[config.mk]
export PLATFORM = sky130hd
export DESIGN_NAME = can_decoder
export DESIGN_NICKNAME = d
export VERILOG_FILES = /design/src/hdl/can_bus_pkg.sv /design/src/hdl/can_frame_pkg.sv /design/src/hdl/can_bit_if.sv /design/src/hdl/can_crc15.sv /design/src/hdl/can_decoder.sv /design/src/hdl/can_destuffer.sv /design/src/hdl/can_frame_fsm.sv
export SDC_FILE = /design/constraint.sdc
export NUM_CORES = 1
export LEC_CHECK = 0
export ABC_AREA = 0
export BUFFER_PORTS_ARGS = -buffer_cell sky130_fd_sc_hd__buf_2
export CAP_MARGIN = 10
export CORE_MARGIN = 2
export CORE_UTILIZATION = 58
export CTS_CLUSTER_SIZE = 16
export DETAILED_ROUTE_END_ITERATION = 10
export PLACE_DENSITY = 0.91
export SYNTH_ARGS = -nofsm -noshare
export SYNTH_HDL_FRONTEND = slang
export SYNTH_SLANG_ARGS = --single-unit
[constraint.sdc]
create_clock -name clock -period 9.9 [get_ports clock]
set_input_delay 1.485 -clock clock [delete_from_list [all_inputs] [get_ports clock]]
set_output_delay 1.485 -clock clock [all_outputs]
set_load 0.05 [all_outputs]
[src/hdl/can_bus_pkg.sv]
package can_bus_pkg;

	//==============================
	// Field lengths in bus bits
	//==============================
	localparam int len_id_a         = 11;	// Base identifier
	localparam int len_id_b         = 18;	// Identifier extension
	localparam int len_dlc          = 4;	// Data length code
	localparam int len_crc          = 15;	// CRC sequence and register
	localparam int len_eof          = 7;	// Recessive end of frame
	localparam int len_intermission = 2;	// Recessive bits before idle

	//==============================
	// Bit stuffing and CRC
	//==============================

	// Five equal bits force an opposite stuff bit
	localparam int stuff_run = 5;

	// x^15 + x^14 + x^10 + x^8 + x^7 + x^4 + x^3 + 1
	localparam logic [len_crc-1:0] crc_poly = 15'h4599;

	// DLC values above this still carry eight bytes
	localparam int max_data_bytes = 8;

endpackage

[src/hdl/can_frame_pkg.sv]
package can_frame_pkg;

	// Decoder walks the frame one field per state
	typedef enum logic [4:0] {
		st_idle,
		st_id_a,		// Base identifier
		st_rtr_srr,		// RTR in base frame, SRR in extended
		st_ide,
		st_id_b,		// Extension, extended frames only
		st_rtr,
		st_reserved1,
		st_reserved0,
		st_dlc,
		st_data,
		st_crc,
		st_crc_delim,
		st_ack_slot,
		st_ack_delim,
		st_eof,
		st_intermission,
		st_error_wait	// Waits for a quiet bus
	} decoder_state_t;

	typedef enum logic [2:0] {
		err_none,
		err_stuff,	// Sixth equal bit
		err_form,	// Fixed-form bit dominant
		err_ack,	// Nobody acknowledged
		err_crc		// Sequence mismatch
	} error_kind_t;

	localparam int frame_id_w   = 29;	// Base part in the upper bits when extended
	localparam int frame_data_w = 64;	// Up to eight bytes

endpackage

[src/hdl/can_bit_if.sv]
`timescale 1ns/1ps

// Sampled bit stream from the destuffer to the frame decoder
interface can_bit_if;

	logic sample;		// One strobe per bus bit
	logic bit_value;	// Sampled level, 0 is dominant
	logic stuff_bit;	// Current bit is a stuff bit, skip it
	logic stuff_error;	// Current bit breaks the stuffing rule
	logic stuff_active;	// Decoder is inside a stuffed field

	modport destuffer (
		output sample, bit_value, stuff_bit, stuff_error,
		input  stuff_active
	);

	modport decoder (
		input  sample, bit_value, stuff_bit, stuff_error,
		output stuff_active
	);

endinterface

[src/hdl/can_crc15.sv]
`timescale 1ns/1ps

module can_crc15 (
	input  logic                           clock,
	input  logic                           reset,
	input  logic                           crc_init,	// Start of frame
	input  logic                           crc_shift,	// One destuffed bit
	input  logic                           crc_bit,
	output logic [can_bus_pkg::len_crc-1:0] crc_value
);

	import can_bus_pkg::*;

	logic feedback;

	// Incoming bit against the register MSB
	assign feedback = crc_bit ^ crc_value[len_crc-1];

	// Serial LFSR, one step per covered bit
	always_ff @(posedge clock or posedge reset)
	begin
		if (reset)
			crc_value <= '0;
		else if (crc_init)
			crc_value <= '0;	// SOF is dominant, so shifting it leaves zero
		else if (crc_shift)
			crc_value <= {crc_value[len_crc-2:0], 1'b0} ^ (crc_poly & {len_crc{feedback}});
	end

endmodule

[src/hdl/can_decoder.sv]
`timescale 1ns/1ps

module can_decoder #(
	parameter int bus_idle_bits = 11	// Recessive run that ends error recovery
) (
	input  logic                                   clock,
	input  logic                                   reset,
	input  logic                                   rx_bit,
	input  logic                                   sample_point,
	output logic                                   frame_valid,
	output logic                                   frame_error,
	output can_frame_pkg::error_kind_t             error_kind,
	output logic [can_frame_pkg::frame_id_w-1:0]   frame_id,
	output logic                                   frame_ide,
	output logic                                   frame_rtr,
	output logic [can_bus_pkg::len_dlc-1:0]        frame_dlc,
	output logic [can_frame_pkg::frame_data_w-1:0] frame_data
);

	import can_bus_pkg::*;

	logic               crc_init;
	logic               crc_shift;
	logic               crc_bit;
	logic [len_crc-1:0] crc_value;

	// Destuffed bit stream
	can_bit_if u_bits ();

	can_destuffer u_destuffer (
		.clock        (clock),
		.reset        (reset),
		.rx_bit       (rx_bit),
		.sample_point (sample_point),
		.bits         (u_bits.destuffer)
	);

	can_crc15 u_crc (
		.clock     (clock),
		.reset     (reset),
		.crc_init  (crc_init),
		.crc_shift (crc_shift),
		.crc_bit   (crc_bit),
		.crc_value (crc_value)
	);

	can_frame_fsm #(
		.bus_idle_bits (bus_idle_bits)
	) u_fsm (
		.clock       (clock),
		.reset       (reset),
		.bits        (u_bits.decoder),
		.crc_value   (crc_value),
		.crc_init    (crc_init),
		.crc_shift   (crc_shift),
		.crc_bit     (crc_bit),
		.frame_valid (frame_valid),
		.frame_error (frame_error),
		.error_kind  (error_kind),
		.frame_id    (frame_id),
		.frame_ide   (frame_ide),
		.frame_rtr   (frame_rtr),
		.frame_dlc   (frame_dlc),
		.frame_data  (frame_data)
	);

endmodule

[src/hdl/can_destuffer.sv]
`timescale 1ns/1ps

module can_destuffer (
	input  logic clock,
	input  logic reset,
	input  logic rx_bit,
	input  logic sample_point,
	can_bit_if.destuffer bits
);

	import can_bus_pkg::*;

	// Alternating start so no run is seen right after reset
	localparam logic [stuff_run-1:0] hist_init = stuff_run'(32'h5555_5555);

	logic [stuff_run-1:0] history;	// Last sampled bits, newest in bit 0
	logic run_low;
	logic run_high;

	assign run_low  = (history == '0);	// Five dominant in a row
	assign run_high = &history;			// Five recessive in a row

	// History includes SOF and stuff bits, as the bus counts them
	always_ff @(posedge clock or posedge reset)
	begin
		if (reset)
			history <= hist_init;
		else if (sample_point)
			history <= {history[stuff_run-2:0], rx_bit};
	end

	//==============================
	// Stream to the decoder
	//==============================
	assign bits.sample    = sample_point;
	assign bits.bit_value = rx_bit;

	// Opposite bit after a run is inserted by the sender
	assign bits.stuff_bit = bits.stuff_active &
		((run_low & rx_bit) | (run_high & ~rx_bit));

	// Same bit again means the stuff bit is missing
	assign bits.stuff_error = bits.stuff_active &
		((run_low & ~rx_bit) | (run_high & rx_bit));

endmodule

[src/hdl/can_frame_fsm.sv]
`timescale 1ns/1ps

module can_frame_fsm #(
	parameter int bus_idle_bits = 11
) (
	input  logic                                 clock,
	input  logic                                 reset,
	can_bit_if.decoder                           bits,
	input  logic [can_bus_pkg::len_crc-1:0]      crc_value,
	output logic                                 crc_init,
	output logic                                 crc_shift,
	output logic                                 crc_bit,
	output logic                                 frame_valid,
	output logic                                 frame_error,
	output can_frame_pkg::error_kind_t           error_kind,
	output logic [can_frame_pkg::frame_id_w-1:0] frame_id,
	output logic                                 frame_ide,
	output logic                                 frame_rtr,
	output logic [can_bus_pkg::len_dlc-1:0]      frame_dlc,
	output logic [can_frame_pkg::frame_data_w-1:0] frame_data
);

	import can_bus_pkg::*;
	import can_frame_pkg::*;

	// Wide enough for 64 data bits and for the idle run
	localparam int data_cnt_w = $clog2(frame_data_w + 1);
	localparam int idle_cnt_w = $clog2(bus_idle_bits + 1);
	localparam int cnt_w      = (idle_cnt_w > data_cnt_w) ? idle_cnt_w : data_cnt_w;

	decoder_state_t state;
	decoder_state_t state_next;
	error_kind_t    err_next;
	logic           valid_next;
	logic [cnt_w-1:0] cnt;			// Bits in current state
	logic [cnt_w-1:0] data_last;	// Last data bit index
	logic [len_crc-1:0] crc_rx;		// Received CRC sequence
	logic [len_dlc-1:0] dlc_in;
	logic [len_dlc-1:0] dlc_clip;
	logic rx_bit;
	logic take_bit;					// Real frame bit on this strobe

	assign rx_bit    = bits.bit_value;
	assign take_bit  = bits.sample & ~bits.stuff_bit;
	assign dlc_in    = {frame_dlc[len_dlc-2:0], rx_bit};
	assign dlc_clip  = (dlc_in > len_dlc'(max_data_bytes)) ? len_dlc'(max_data_bytes) : dlc_in;
	assign data_last = cnt_w'({frame_dlc, 3'b000}) - cnt_w'(1);

	// Trailing stuff bit after the last CRC bit lands in the delimiter slot
	assign bits.stuff_active = state inside {st_id_a, st_rtr_srr, st_ide, st_id_b, st_rtr,
		st_reserved1, st_reserved0, st_dlc, st_data, st_crc, st_crc_delim};

	//==============================
	// CRC link
	//==============================
	assign crc_init  = take_bit & (state == st_idle) & ~rx_bit;
	assign crc_shift = take_bit & (state inside {st_id_a, st_rtr_srr, st_ide, st_id_b,
		st_rtr, st_reserved1, st_reserved0, st_dlc, st_data});	// SOF through data
	assign crc_bit   = rx_bit;

	//==============================
	// Next state and error checks
	//==============================
	always_comb
	begin
		state_next = state;
		err_next   = err_none;
		valid_next = 1'b0;
		if (take_bit)
		begin
			if (bits.stuff_error)
				err_next = err_stuff;
			else
			begin
				case (state)
					st_idle:
						if (!rx_bit)
							state_next = st_id_a;	// SOF
					st_id_a:
						if (cnt == cnt_w'(len_id_a - 1))
							state_next = st_rtr_srr;
					st_rtr_srr:
						state_next = st_ide;
					st_ide:
						if (!rx_bit)
							state_next = st_reserved0;	// Base frame, r0 follows
						else if (!frame_rtr)
							err_next = err_form;		// SRR must be recessive
						else
							state_next = st_id_b;
					st_id_b:
						if (cnt == cnt_w'(len_id_b - 1))
							state_next = st_rtr;
					st_rtr:
						state_next = st_reserved1;
					st_reserved1:
						state_next = st_reserved0;
					st_reserved0:
						state_next = st_dlc;
					st_dlc:
						if (cnt == cnt_w'(len_dlc - 1))	// No data field for RTR or DLC 0
							state_next = (frame_rtr || dlc_clip == '0) ? st_crc : st_data;
					st_data:
						if (cnt == data_last)
							state_next = st_crc;
					st_crc:
						if (cnt == cnt_w'(len_crc - 1))
							state_next = st_crc_delim;
					st_crc_delim:
						if (!rx_bit)
							err_next = err_form;
						else
							state_next = st_ack_slot;
					st_ack_slot:
						if (rx_bit)
							err_next = err_ack;	// No receiver drove it
						else
							state_next = st_ack_delim;
					st_ack_delim:
						if (!rx_bit)
							err_next = err_form;
						else if (crc_value != crc_rx)
							err_next = err_crc;	// Checked late, as the spec places it
						else
							state_next = st_eof;
					st_eof:
						if (!rx_bit)
							err_next = err_form;
						else if (cnt == cnt_w'(len_eof - 1))
						begin
							state_next = st_intermission;
							valid_next = 1'b1;
						end
					st_intermission:
						if (!rx_bit)
							err_next = err_form;
						else if (cnt == cnt_w'(len_intermission - 1))
							state_next = st_idle;
					st_error_wait:
						if (rx_bit && cnt == cnt_w'(bus_idle_bits - 1))
							state_next = st_idle;
					default:
						state_next = st_idle;
				endcase
			end
			if (err_next != err_none)
				state_next = st_error_wait;
		end
	end

	//==============================
	// State, counter, pulses
	//==============================
	always_ff @(posedge clock or posedge reset)
	begin
		if (reset)
		begin
			state       <= st_idle;
			cnt         <= '0;
			frame_valid <= 1'b0;
			frame_error <= 1'b0;
			error_kind  <= err_none;
		end
		else
		begin
			frame_valid <= valid_next;
			frame_error <= (err_next != err_none);
			if (err_next != err_none)
				error_kind <= err_next;	// Held until the next error
			state <= state_next;
			if (state_next != state)
				cnt <= '0;
			else if (take_bit && state != st_idle)	// Dominant restarts the idle run
				cnt <= (state == st_error_wait && !rx_bit) ? '0 : cnt + 1'b1;
		end
	end

	// Field capture, destuffed bits only
	always_ff @(posedge clock)
	begin
		if (take_bit)
		begin
			case (state)
				st_idle:
					if (!rx_bit)
					begin
						frame_id   <= '0;
						frame_dlc  <= '0;
						frame_data <= '0;
					end
				st_id_a, st_id_b:
					frame_id <= {frame_id[frame_id_w-2:0], rx_bit};
				st_rtr_srr, st_rtr:
					frame_rtr <= rx_bit;	// SRR overwritten by real RTR
				st_ide:
					frame_ide <= rx_bit;
				st_dlc:
					frame_dlc <= dlc_clip;
				st_data:
					frame_data <= {frame_data[frame_data_w-2:0], rx_bit};
				st_crc:
					crc_rx <= {crc_rx[len_crc-2:0], rx_bit};
				default:
					;
			endcase
		end
	end

endmodule

# Yosys cells after proc, flatten, opt, wreduce, memory -nomap -nowiden
# Index checks and enable logic that the tools add are counted.
[classes] bitwise=16 addsub=2 n_reduce_logical=28 n_lt_le_gt_ge=1 n_eq_ne=26 n_mux=49
[ops] operator="$pmux 64 s2" count=1
[ops] operator="$mux 5" count=20
[ops] operator="$pmux 5 s17" count=1
[ops] operator="$mux 64" count=1
[ops] operator="$pmux 29 s2" count=1
[ops] operator="$eq 5x4->1 const B" count=8
[ops] operator="$mux 15" count=2
[ops] operator="$mux 29" count=1
[ops] operator="$mux 7" count=3
[ops] operator="$eq 5x3->1 const B" count=4
[ops] operator="$mux 3" count=6
[ops] operator="$ne 15x15->1" count=1
[ops] operator="$xor 15x15->15" count=1
[ops] operator="$eq 7x4->1 const B" count=2
[ops] operator="$pmux 3 s4" count=1
[ops] operator="$reduce_bool 11->1" count=1
[ops] operator="$and 1x1->1" count=10
[ops] operator="$eq 5x2->1 const B" count=2
[ops] operator="$logic_not 5->1" count=2
[ops] operator="$reduce_bool 2->1" count=5
[ops] operator="$reduce_and 3->1" count=3
[ops] operator="$reduce_bool 9->1" count=1
[ops] operator="$mux 2" count=4
[ops] operator="$mux 4" count=2
[ops] operator="other kinds (27)" count=39
[word_totals] output_inout_bits=104 reg_bits=151 word_cells=135 in_bits=4

# Logic depth before layout (Yosys ltp)
# Gate-level depths: netlist (run 1).
[depth] word_depth=12 mapped_depth=10

# Hierarchy
# A second synthesis (run 1) with hierarchy kept.
[hier_totals] cells_unflattened=586 area_unflattened_um2=7111.8
[modules_own_cells] module="can_frame_fsm" area_each_um2=6104.6 cells_per_inst=493 n_inst=1 seq_area_each_um2=3848.7
[modules_own_cells] module="can_crc15" area_each_um2=737.0 cells_per_inst=72 n_inst=1 seq_area_each_um2=375.4
[modules_own_cells] module="can_destuffer" area_each_um2=270.3 cells_per_inst=21 n_inst=1 seq_area_each_um2=128.9

# Worst setup path after synthesis (run 1)
# No wires, ideal clock.
[synth_path] path_type="in2reg" from="input port rx_bit" to="register u_fsm.frame_data[0] (netlist name), enable pin" arrival_ns=5.437 n_path_buf=2 stages=7 setup_time_ns=0.499 slack_ns=3.963 path_cell_list="clkbuf_1 > nor3_1 > a21oi_1 > o21ai_4 > nand2b_1 > buf_2 > o21bai_1"
[synth_between] elab_chain_len=7 elab_cells_between_ends=9 cone_classes="eq/ne (1); bitwise (7); reduce/logical (1)"
[synth_lines] item="start: declaration" line="can_decoder.sv:8" text="input logic rx_bit,"
[synth_lines] item="$not 1->1" line="can_destuffer.sv:40" text="((run_low & rx_bit) | (run_high & ~rx_bit));"
[synth_lines] item="$and 1x1->1" line="can_destuffer.sv:40"
[synth_lines] item="$or 1x1->1" line="can_destuffer.sv:40"
[synth_lines] item="$and 1x1->1" line="can_destuffer.sv:39" text="assign bits.stuff_bit = bits.stuff_active &"
[synth_lines] item="$not 1->1" line="can_frame_fsm.sv:44" text="assign take_bit = bits.sample & ~bits.stuff_bit;"
[synth_lines] item="$and 1x1->1" line="can_frame_fsm.sv:44"
[synth_lines] item="$reduce_and 3->1 (no source line) *"
[synth_lines] item="end signal: assignment" line="can_frame_fsm.sv:200" text="frame_data <= {frame_data[frame_data_w-2:0], rx_bit};"
[synth_lines] item="end: declaration" line="can_frame_fsm.sv:20" text="output logic [can_frame_pkg::frame_data_w-1:0] frame_data"
# Every way passes the cells marked *; elsewhere a longest branch is shown, timed or not.
# A chain may end at the register's enable or synchronous reset.

# Worst setup path in the final report (run 1)
[layout_path] from="input port rx_bit" to="register u_fsm.frame_data[17] (netlist name), enable pin"
# The elaborated chain is that of the path after synthesis.

==> results_dict.tcl, run 1 <==
set metrics [dict create \
    status "finished, final reports clean" \
    synth_edf_count 114 \
    yosysTopAreaCellShare_pct 49.0 \
    skew_ns 0.00651 \
    num_vias 5000 \
    clk_latency_ns 0.42 \
    grt_usage_pct 24.4 \
    hold_class "reg2reg" \
    yosys-top-cells-area "edfxtp_1 (49%), dfrtp_1 (12%), and3_1 (6.0%)" \
    grt_pass1_vias 4671 \
    drt_pass1_iterations 4 \
    slew_violations 0 \
    syn_area_per_cell_um2 12.1 \
    reg2reg_setup_slack_ns 6.46 \
    cp-startpoint "rx_bit" \
    p_per_area_mw_per_mm2 260 \
    ys_seq_elements 151 \
    path_class "in2reg" \
    seq_power_share_pct 41.6 \
    syn_nets 584 \
    synth_cells 576 \
    maxCapViolations 0 \
    fp.dieW_um 114 \
    antenna_found_initial 0 \
    cts_buffers 17 \
    gp_congestion 1.00 \
    clockBufferDepth 2 \
    max_freq_mhz 274 \
    overflow 0 \
    min_period_ns 3.65 \
    tritoncts "built" \
    area_growth_pct 17.3 \
    cts_setup_buffers 0 \
    final_cell_count_no_fill 829 \
    yosys.cell_types.count 66 \
    drt_iter0_drc 627 \
    cp_cell_sequence "buf_2 -> nor3_1 -> a21oi_1 -> o21ai_4 -> nand2b_1 -> o21bai_4 -> buf_4" \
    nFillCells 798 \
    combPwrFrac_pct 29.2 \
    worst_slew_pin_slew_ns 1.15 \
    crit_slowest_cell "buf_4" \
    relSlewSlack_pct 23.4 \
    ys_seq_area_share_pct 62.3 \
    core_mm2 0.0119 \
    remaining_drc_errors 0 \
    die-area_mm2 0.0129 \
    wirelength_um 15200 \
    cp-start-kind "input pin" \
    synth_top_cell_by_area "edfxtp_1" \
    reg2reg_from "u_fsm.state[0]" \
    synth_common_cells "edfxtp_1 (114), and3_1 (67), nor2_1 (49)" \
    htree_levels 4 \
    place_hpwl_um 10100 \
    nets 677 \
    synth-main-ff-cell "edfxtp_1" \
    max_stage_delay_ns 0.64 \
    post_cts_resized 0 \
    endpoint "u_fsm.frame_data[17]" \
    worstPathMaxFanout 64 \
    initial_utilization_pct 58.9 \
    finalCritPeriodShare_pct 36.8 \
    io_buffers 107 \
    ant_nets 0 \
    rows 40 \
    placed_cells 796 \
    clkPwrFrac_pct 29.2 \
    sw_frac_of_total_pct 37.1 \
    cp-end-kind "flip-flop" \
    grt_start_max_net_pins 70 \
    path_depth 7 \
    cts_root_buf "clkbuf_16" \
    synth.most_common_cell "edfxtp_1" \
    synthArstFlopShare_pct 24.5 \
    diodes 0 \
    finalSetupViolCount 0 \
    rr_endpoint "u_fsm.frame_data[17]" \
    reg2reg_depth 4 \
    ir_drop_mv 0.160 \
    yosys_warnings 0 \
    syn-cell-area_mm2 0.00699 \
    cpLargestDelayFamily "buffers and inverters" \
    worst_ep_required_time_ns 9.95 \
    final_layout_size_suffix_gt1_share_pct 24.8 \
    wire_per_inst_um 18.3 \
    ctsHoldBuffers 0 \
    die_h_um 114 \
    path_clk_slew_ns 0.06 \
    rsz0062_at_grt "false" \
    grt_pass1_wl_um 24400 \
    p_total_w 0.00213 \
    switchingPower_w 0.000790 \
    ios 108 \
    finalSetupTns_ns 0 \
    p_leak_nw 3.48 \
    cp_data_arrival_time_ns 3.69 \
    vias_per_cell 6.03 \
    hold_violations 0 \
    cts_sinks 151 \
    p_int_w 0.00134 \
    worst-path-buf-inv 2 \
]
[per-stage QoR]
stage / worst slack, ns / hold slack (ns) / utilization (%) / instance area (um2)
global route: 6.10 / 0.469 / 69.1 / 8200
CTS: 6.32 / 0.468 / 69.1 / 8190
global placement: 5.96 / 0.455 / 64.2 / 7610
detailed placement: 5.88 / 0.459 / 64.2 / 7610
floorplan: 3.96 / 0.447 / - / 6990
finish: 6.25 / 0.473 / 69.1 / 8200
[power groups by stage]
stage / Combinational, W / Sequential (W) / Clock [W]
floorplan: 0.000309 / 0.00106 / 0
global placement: 0.000603 / 0.000888 / 0
detailed placement: 0.000616 / 0.000895 / 0
CTS: 0.000619 / 0.000885 / 0.000634
global route: 0.000667 / 0.000901 / 0.000656
finish: 0.000622 / 0.000886 / 0.000622
[final cells by class]
type / instances / area (um2) / share of cell area, %
tap: 147 / 184 / 2.24
multi-input combinational: 374 / 2450 / 29.9
clock inverter: 14 / 148 / 1.80
clock buffer: 18 / 429 / 5.23
timing repair buffer: 114 / 592 / 7.22
inverter: 11 / 41.3 / 0.503
sequential: 151 / 4350 / 53.1
[cells in the final DEF, fill, tap and decap left out, types with 3 or more instances in the layout]
| master | Yosys | routed |
|---|---|---|
| nor4_1 | 3 | 3 |
| nand3_1 | 11 | 11 |
| buf_4 | 1 | 6 |
| nand4_1 | 7 | 7 |
| xnor2_1 | 27 | 27 |
| nand2_1 | 22 | 22 |
| ha_1 | 4 | 4 |
| clkbuf_16 | 0 | 17 |
| or4_1 | 3 | 3 |
| xor2_1 | 6 | 6 |
| nor3_1 | 21 | 21 |
| nand2b_1 | 5 | 5 |
| nor2_1 | 49 | 49 |
| o21ai_0 | 14 | 14 |
| edfxtp_1 | 114 | 114 |
| clkinvlp_4 | 0 | 3 |
| and3_1 | 67 | 67 |
| nor2b_1 | 35 | 34 |
| o21bai_1 | 6 | 4 |
| a21oi_1 | 18 | 17 |
| dfrtp_1 | 34 | 34 |
| inv_6 | 0 | 3 |
| clkinv_1 | 2 | 4 |
| a31oi_1 | 5 | 5 |
| clkinv_4 | 0 | 3 |
| and2_1 | 5 | 5 |
| mux2_2 | 5 | 5 |
| dfstp_2 | 3 | 3 |
| buf_2 | 9 | 107 |
| inv_1 | 9 | 9 |
| mux2i_1 | 14 | 14 |
[worst min-delay path by stage]
stage / from / endpoint / slack [ns] / cells after the start
floorplan: u_fsm.crc_rx[10] / u_fsm.crc_rx[11] / 0.45 / 0
global placement: u_fsm.crc_rx[4] / u_fsm.crc_rx[5] / 0.46 / 0
detailed placement: u_fsm.crc_rx[8] / u_fsm.crc_rx[9] / 0.46 / 0
CTS: u_fsm.crc_rx[4] / u_fsm.crc_rx[5] / 0.47 / 0
global route: u_fsm.crc_rx[4] / u_fsm.crc_rx[5] / 0.47 / 0
finish: u_fsm.crc_rx[4] / u_fsm.crc_rx[5] / 0.47 / 0
[layer usage]
layer  global-route usage (%)  vias up  share of wire [%]
met1                     33.4     2442                 43
li1                         -     2294                  -
met5                        0        -                  0
met4                     10.6        0                2.0
met2                     37.6      238                 48
met3                     5.84       26                7.0
[state kept, by name, indices dropped and copies added (netlist names), 3 cells and up]
signal / count
u_fsm.frame_data: 64
u_fsm.frame_id: 29
u_crc.crc_value: 15
u_fsm.crc_rx: 15
u_fsm.cnt: 7
u_destuffer.history: 5
u_fsm.state: 5
u_fsm.frame_dlc: 4
u_fsm.error_kind: 3
[cells by family after synthesis]
logic type                 Yosys count  share of synthesized area [%]
AOI/OAI and AO/OA                   69                           6.82
xor gates and xnor gates            33                           4.14
adders and majority gates            5                          0.859
buffers and inverters               51                           2.97
DFF                                151                           62.3
muxes                               19                           2.81
and+or+nand+nor                    248                           20.1
(Power assumes the default switching activity.)
==> run 2, diff against run 1 <==
--- a/config.mk
+++ b/config.mk
@@ -5,14 +5,14 @@
 export SDC_FILE = /design/constraint.sdc
 export NUM_CORES = 1
 export LEC_CHECK = 0
-export ABC_AREA = 0
+export ABC_AREA = 1
 export BUFFER_PORTS_ARGS = -buffer_cell sky130_fd_sc_hd__buf_2
 export CAP_MARGIN = 10
 export CORE_MARGIN = 2
-export CORE_UTILIZATION = 58
+export CORE_UTILIZATION = 52
 export CTS_CLUSTER_SIZE = 16
 export DETAILED_ROUTE_END_ITERATION = 10
-export PLACE_DENSITY = 0.91
+export PLACE_DENSITY = 0.87
 export SYNTH_ARGS = -nofsm -noshare
 export SYNTH_HDL_FRONTEND = slang
 export SYNTH_SLANG_ARGS = --single-unit
==> constraint.sdc (replaced) <==
create_clock -name clock -period 3 [get_ports clock]
set_input_delay 0.45 -clock clock [delete_from_list [all_inputs] [get_ports clock]]
set_output_delay 0.45 -clock clock [all_outputs]
set_load 0.05 [all_outputs]
==> results_dict.tcl, run 2 <==
set metrics [dict create \
    final_layout_size_suffix_gt1_share_pct 22.0 \
    min_period_ns 2.71 \
    busiest_layer "met2" \
    syn_nets 781 \
    yosys_warnings 0 \
    rows 42 \
    hold_violations 0 \
    initial_utilization_pct 53.8 \
    pre_cts_ws_ns 0.306 \
    synth.most_common_cell "inv_1" \
    cts_buffers 17 \
    path_clk_slew_ns 0.06 \
    postPlaceCellArea_mm2 0.00799 \
    largestRegisters "u_fsm.frame_data x64, u_fsm.frame_id x29" \
    largest_register_ff_count 64 \
    top_register "u_fsm.frame_data" \
    ys_seq_elements 151 \
    grt_pass1_wl_um 24700 \
    core_mm2 0.0133 \
    multiInputGateArea_mm2 0.00211 \
    p_leak_nw 4.13 \
    post_cts_resized 0 \
    layout_common_cells "inv_1 (163), nor2_1 (143), nand2_1 (125)" \
    ys_seq_area_share_pct 60.6 \
    finalSetupViolCount 0 \
    worst_ep_required_time_ns 3.13 \
    cpLargestDelayFamily "simple AND/OR/NAND/NOR gates" \
    met3_usage_pct 5.55 \
    grt_start_max_net_pins 65 \
    met2_usage_pct 34.6 \
    htree_levels 4 \
    relSlewSlack_pct 43.6 \
    grt_pass1_vias 5019 \
    overflow 0 \
    vias_per_cell 5.03 \
    yosys-top-cells-area "edfxtp_1 (48%), dfrtp_1 (12%), inv_1 (8.6%)" \
    cp_data_arrival_time_ns 2.85 \
    gp_congestion 0.947 \
    crit_slowest_cell "o21ai_4" \
    synth_common_cells "inv_1 (165), nor2_1 (143), nand2_1 (125)" \
    worstPathMaxFanout 21 \
    p_total_w 0.00962 \
    wirelength_um 15600 \
    drt_pass1_iterations 7 \
    setup_ws_ns 0.287 \
    p_per_area_mw_per_mm2 1120 \
    max_stage_delay_ns 0.44 \
    ant_nets 0 \
    synth_top_cell_by_area "edfxtp_1" \
    yosys.cell_types.count 38 \
    cp-start-kind "flip-flop" \
    clk_latency_ns 0.43 \
    rsz0062_at_grt "false" \
    synth_edf_count 114 \
    seq_area_mm2 0.00435 \
    max_freq_mhz 369 \
    fp.dieW_um 122 \
    ctsHoldBuffers 0 \
    io_buffers 107 \
    area_growth_pct 19.8 \
    syn-cell-area_mm2 0.00718 \
    synthArstFlopShare_pct 24.5 \
    nets 899 \
    die-area_mm2 0.0148 \
    diodes 0 \
    remaining_drc_errors 0 \
    clockBufferDepth 2 \
    finalSetupTns_ns 0 \
    synth_cells 773 \
    cp_cell_sequence "inv_2 -> nand2_1 -> nor2_1 -> nand2_1 -> nand2_1 -> nor2_4 -> nand3_4 -> nand2_4 -> nand2_8 -> nor2_4 -> inv_2 -> o21ai_4 -> buf_12" \
    nFillCells 1016 \
    skew_ns 0.00906 \
    cts_setup_buffers 0 \
    antenna_found_initial 0 \
    place_hpwl_um 11000 \
    final_common_cell "inv_1" \
    wire_per_inst_um 14.5 \
    path_class "reg2reg" \
    finalCritPeriodShare_pct 90.4 \
    grtUsageMet1_pct 29.4 \
    status "finished, final reports clean" \
    final_area_mm2 0.00860 \
    die_h_um 122 \
    cpMostUsedCell "nand2_1" \
    ir_drop_mv 0.849 \
    grt_usage_pct 21.9 \
    tritoncts "built" \
    reg2reg_setup_slack_ns 0.29 \
    cts_root_buf "clkbuf_16" \
    hold_class "in2async" \
    worst_slew_pin_slew_ns 0.841 \
    worst-path-buf-inv 3 \
    synth-main-ff-cell "edfxtp_1" \
    num_vias 5427 \
    maxCapViolations 0 \
    cts_sinks 151 \
    yosysTopAreaCellShare_pct 47.7 \
    drt_iter0_drc 402 \
    slew_violations 0 \
    syn_area_per_cell_um2 9.29 \
    ios 108 \
    cp-end-kind "flip-flop" \
]
==> run 2: logic make-up after synthesis <==
| kind of cell | synth area share [%] |
|---|---|
| AO/OA/AOI/OAI | 4.32 |
| adder cells (fa/ha/maj) | 0.697 |
| flip-flops | 60.6 |
| buffers and inverters | 10.3 |
| AND/OR/NAND/NOR | 22.1 |
| multiplexers | 0.279 |
| XOR/XNOR | 1.71 |
==> run 2: worst paths after layout <==
| kind | start | endpoint | cells past startpoint |
|---|---|---|---|
| setup / recovery | u_fsm.state[4] | u_fsm.frame_data[16] | 13 |
| hold / removal | reset | u_fsm.frame_valid | 3 |
| setup reg to reg | u_fsm.state[4] | u_fsm.frame_data[16] | 13 |
| hold reg to reg | u_fsm.crc_rx[3] | u_fsm.crc_rx[4] | 0 |
| max in group asynchronous | reset | u_destuffer.history[0] | 3 |
| min in group clock | sample_point | u_destuffer.history[0] | 3 |
==> run 2: stage by stage <==
stage | cells | hold slack (ns) | utilization [%]
2_1_floorplan | 773 | 0.447 | -
3_3_place_gp | 1048 | 0.454 | 59.8
3_5_place_dp | 1048 | 0.457 | 59.8
4_1_cts | 1080 | 0.134 | 64.4
5_1_grt | 1080 | 0.176 | 64.4
6_report | 1080 | 0.129 | 64.4
==> run 2: area by class of cell <==
cell class,count,area share (%)
Clock inverter,15,2.21
Multi-Input combinational cell,431,24.5
Sequential cell,151,50.6
Clock buffer,17,4.95
Timing Repair Buffer,118,7.62
Tap cell,176,2.56
Inverter,172,7.53
==> run 2: report_power, final <==
| group | internal (W) | leakage [nW] | switching, W | total [W] |
|---|---|---|---|---|
| clock network | 0.00126 | 0.295 | 0.000917 | 0.00218 |
| logic | 0.000960 | 2.28 | 0.00310 | 0.00406 |
| registers | 0.00301 | 1.55 | 0.000385 | 0.00339 |
| total | 0.00523 | 4.13 | 0.00440 | 0.00962 |
==> run 2: routing by layer <==
metal	wire length, um	up-vias
met3	1060	35
met2	7340	212
li1	-	2662
met4	361	0
met5	0	-
met1	6870	2518
==> run 2: tightest hold or removal path, stage by stage <==
cell and delay, ns:
buf_2 0.09, inv_1 0.04, buf_4 0.41
==> run 3, diff against run 2 <==
--- a/config.mk
+++ b/config.mk
@@ -6,11 +6,12 @@
 export NUM_CORES = 1
 export LEC_CHECK = 0
 export ABC_AREA = 1
+export ABC_CLOCK_PERIOD_IN_PS = 2300
 export BUFFER_PORTS_ARGS = -buffer_cell sky130_fd_sc_hd__buf_2
 export CAP_MARGIN = 10
 export CORE_MARGIN = 2
 export CORE_UTILIZATION = 52
-export CTS_CLUSTER_SIZE = 16
+export CTS_CLUSTER_SIZE = 10
 export DETAILED_ROUTE_END_ITERATION = 10
 export PLACE_DENSITY = 0.87
 export SYNTH_ARGS = -nofsm -noshare
==> constraint.sdc (replaced) <==
create_clock -name clock -period 2.3 [get_ports clock]
set_input_delay 0.345 -clock clock [delete_from_list [all_inputs] [get_ports clock]]
set_output_delay 0.345 -clock clock [all_outputs]
set_load 0.05 [all_outputs]
==> results_dict.tcl, run 3 (synthesis results as in run 2) <==
set metrics [dict create \
    grt_start_max_net_pins 65 \
    remaining_drc_errors 0 \
    cp-end-kind "flip-flop" \
    io_buffers 107 \
    reg2reg_from "u_fsm.state[1]" \
    relSlewSlack_pct 58.7 \
    grt_pass1_vias 5233 \
    clockBufferDepth 2 \
    htree_levels 4 \
    nets 944 \
    dr.max_layer_used "met4" \
    nFillCells 906 \
    core_mm2 0.0133 \
    pre_cts_ws_ns 0.0287 \
    vias_per_cell 5.19 \
    maxCapViolations 0 \
    placed_cells 1074 \
    drt_iter0_drc 615 \
    ir_drop_mv 0.774 \
    ios 108 \
    wl_met2_um 8980 \
    num_vias 5842 \
    path_clk_slew_ns 0.06 \
    finalSetupViolCount 0 \
    max_freq_mhz 437 \
    slew_violations 0 \
    fin_hold_ws_ns 0.0360 \
    cp_data_arrival_time_ns 2.44 \
    drt_pass1_iterations 6 \
    rr_endpoint "u_fsm.frame_data[9]" \
    finalCritPeriodShare_pct 99.5 \
    cts_sinks 151 \
    largest_register_ff_count 64 \
    final_layout_size_suffix_gt1_share_pct 31.2 \
    reg2reg_depth 13 \
    skew_ns 0.0144 \
    area_growth_pct 28.7 \
    worstPathMaxFanout 11 \
    overflow 0 \
    largestRegisters "u_fsm.frame_data x64, u_fsm.frame_id x29" \
    worst_slew_pin_slew_ns 0.619 \
    met1_length_um 7510 \
    die-area_mm2 0.0148 \
    place_hpwl_um 11500 \
    die_h_um 122 \
    rows 42 \
    worst_ep_required_time_ns 2.45 \
    tritoncts "built" \
    ctsHoldBuffers 0 \
    cts_buffers 17 \
    reg2reg_setup_slack_ns 0.01 \
    status "finished, final reports clean" \
    rsz0062_at_grt "true" \
    grt_pass1_wl_um 26100 \
    antenna_found_initial 0 \
    clk_latency_ns 0.44 \
    setup_ws_ns 0.0118 \
    initial_utilization_pct 53.8 \
    layout_common_cells "inv_1 (156), nor2_1 (134), edfxtp_1 (114)" \
    grt_usage_pct 23.4 \
    path_class "reg2reg" \
    wl_met3_um 1430 \
    cp-start-kind "flip-flop" \
    final_cell_count_no_fill 1125 \
    wirelength_um 18400 \
    diodes 0 \
    top_register "u_fsm.frame_data" \
    p_per_area_mw_per_mm2 1470 \
    ant_nets 0 \
    gp_congestion 0.900 \
    min_period_ns 2.29 \
    final_common_cell "inv_1" \
    wire_per_inst_um 16.3 \
    cts_root_buf "clkbuf_16" \
    p_total_w 0.0136 \
    fp.dieW_um 122 \
    hold_violations 0 \
    hold_class "in2async" \
    p_leak_nw 4.40 \
]
==> run 3: final cells by class <==
class                      count  area (um2)  share of cell area, %
clock buffer                  19         443                   4.79
inverter                     172         656                   7.09
sequential                   151        4360                   47.2
clock inverter                13         144                   1.56
timing repair buffer         163        1090                   11.8
tap                          176         220                   2.38
multi-input combinational    431        2330                   25.2
==> run 3: where the power goes <==
group	switching, W	internal [W]	total [W]	leakage [nW]
combinational	0.00448	0.00184	0.00632	2.59
sequential	0.000553	0.00393	0.00448	1.54
clock	0.00114	0.00163	0.00277	0.278
total	0.00617	0.00740	0.0136	4.40
==> run 3: how the worst max path moves through the flow <==
stage | start | slack (ns) | depth (start not counted) | endpoint
3_5_place_dp | u_fsm.state[0] | 0.03 | 12 | u_fsm.frame_data[26]
6_report | u_fsm.state[1] | 0.01 | 13 | u_fsm.frame_data[9]
3_3_place_gp | rx_bit | 0.06 | 11 | u_fsm.cnt[3]
5_1_grt | u_fsm.state[3] | -0.09 | 15 | u_fsm.cnt[3]
2_1_floorplan | u_fsm.state[4] | -0.63 | 11 | u_fsm.frame_data[0]
4_1_cts | u_fsm.state[3] | 0.02 | 12 | u_fsm.frame_data[56]
==> run 3: critical path, stage by stage (launching register included) <==
cell and delay, ns:
dfrtp_2 0.48, buf_4 0.16, nor2_4 0.05, nand3_2 0.07
nand2_2 0.08, nor2_4 0.14, nand3_4 0.12, nand2_4 0.13
nand2_8 0.08, nor2_4 0.13, inv_4 0.06, o21ai_4 0.14
buf_6 0.18, clkbuf_16 0.18
==> run 3: layer usage <==
layer | global-route usage (%) | up-vias
met5 | 0 | -
met4 | 9.20 | 0
met3 | 5.69 | 42
met2 | 38.0 | 296
met1 | 30.6 | 2752
li1 | - | 2752
==> run 3: stage by stage <==
stage	setup TNS [ns]	instance area (um2)	util [%]
after global placement	0	8220	61.6
after floorplan	-49.94	7230	-
after global routing	-5.31	9240	69.2
after CTS	0	8810	66.0
after detailed placement	0	8220	61.6
final	0	9240	69.2
==> run 3: repair_timing <==
action / in CTS / in global routing
endpoints found under the setup margin: 1 / 101
setup buffers: 0 / 15
resized for setup: 1 / 69
pin swaps: 0 / 32
cloned: 0 / 4
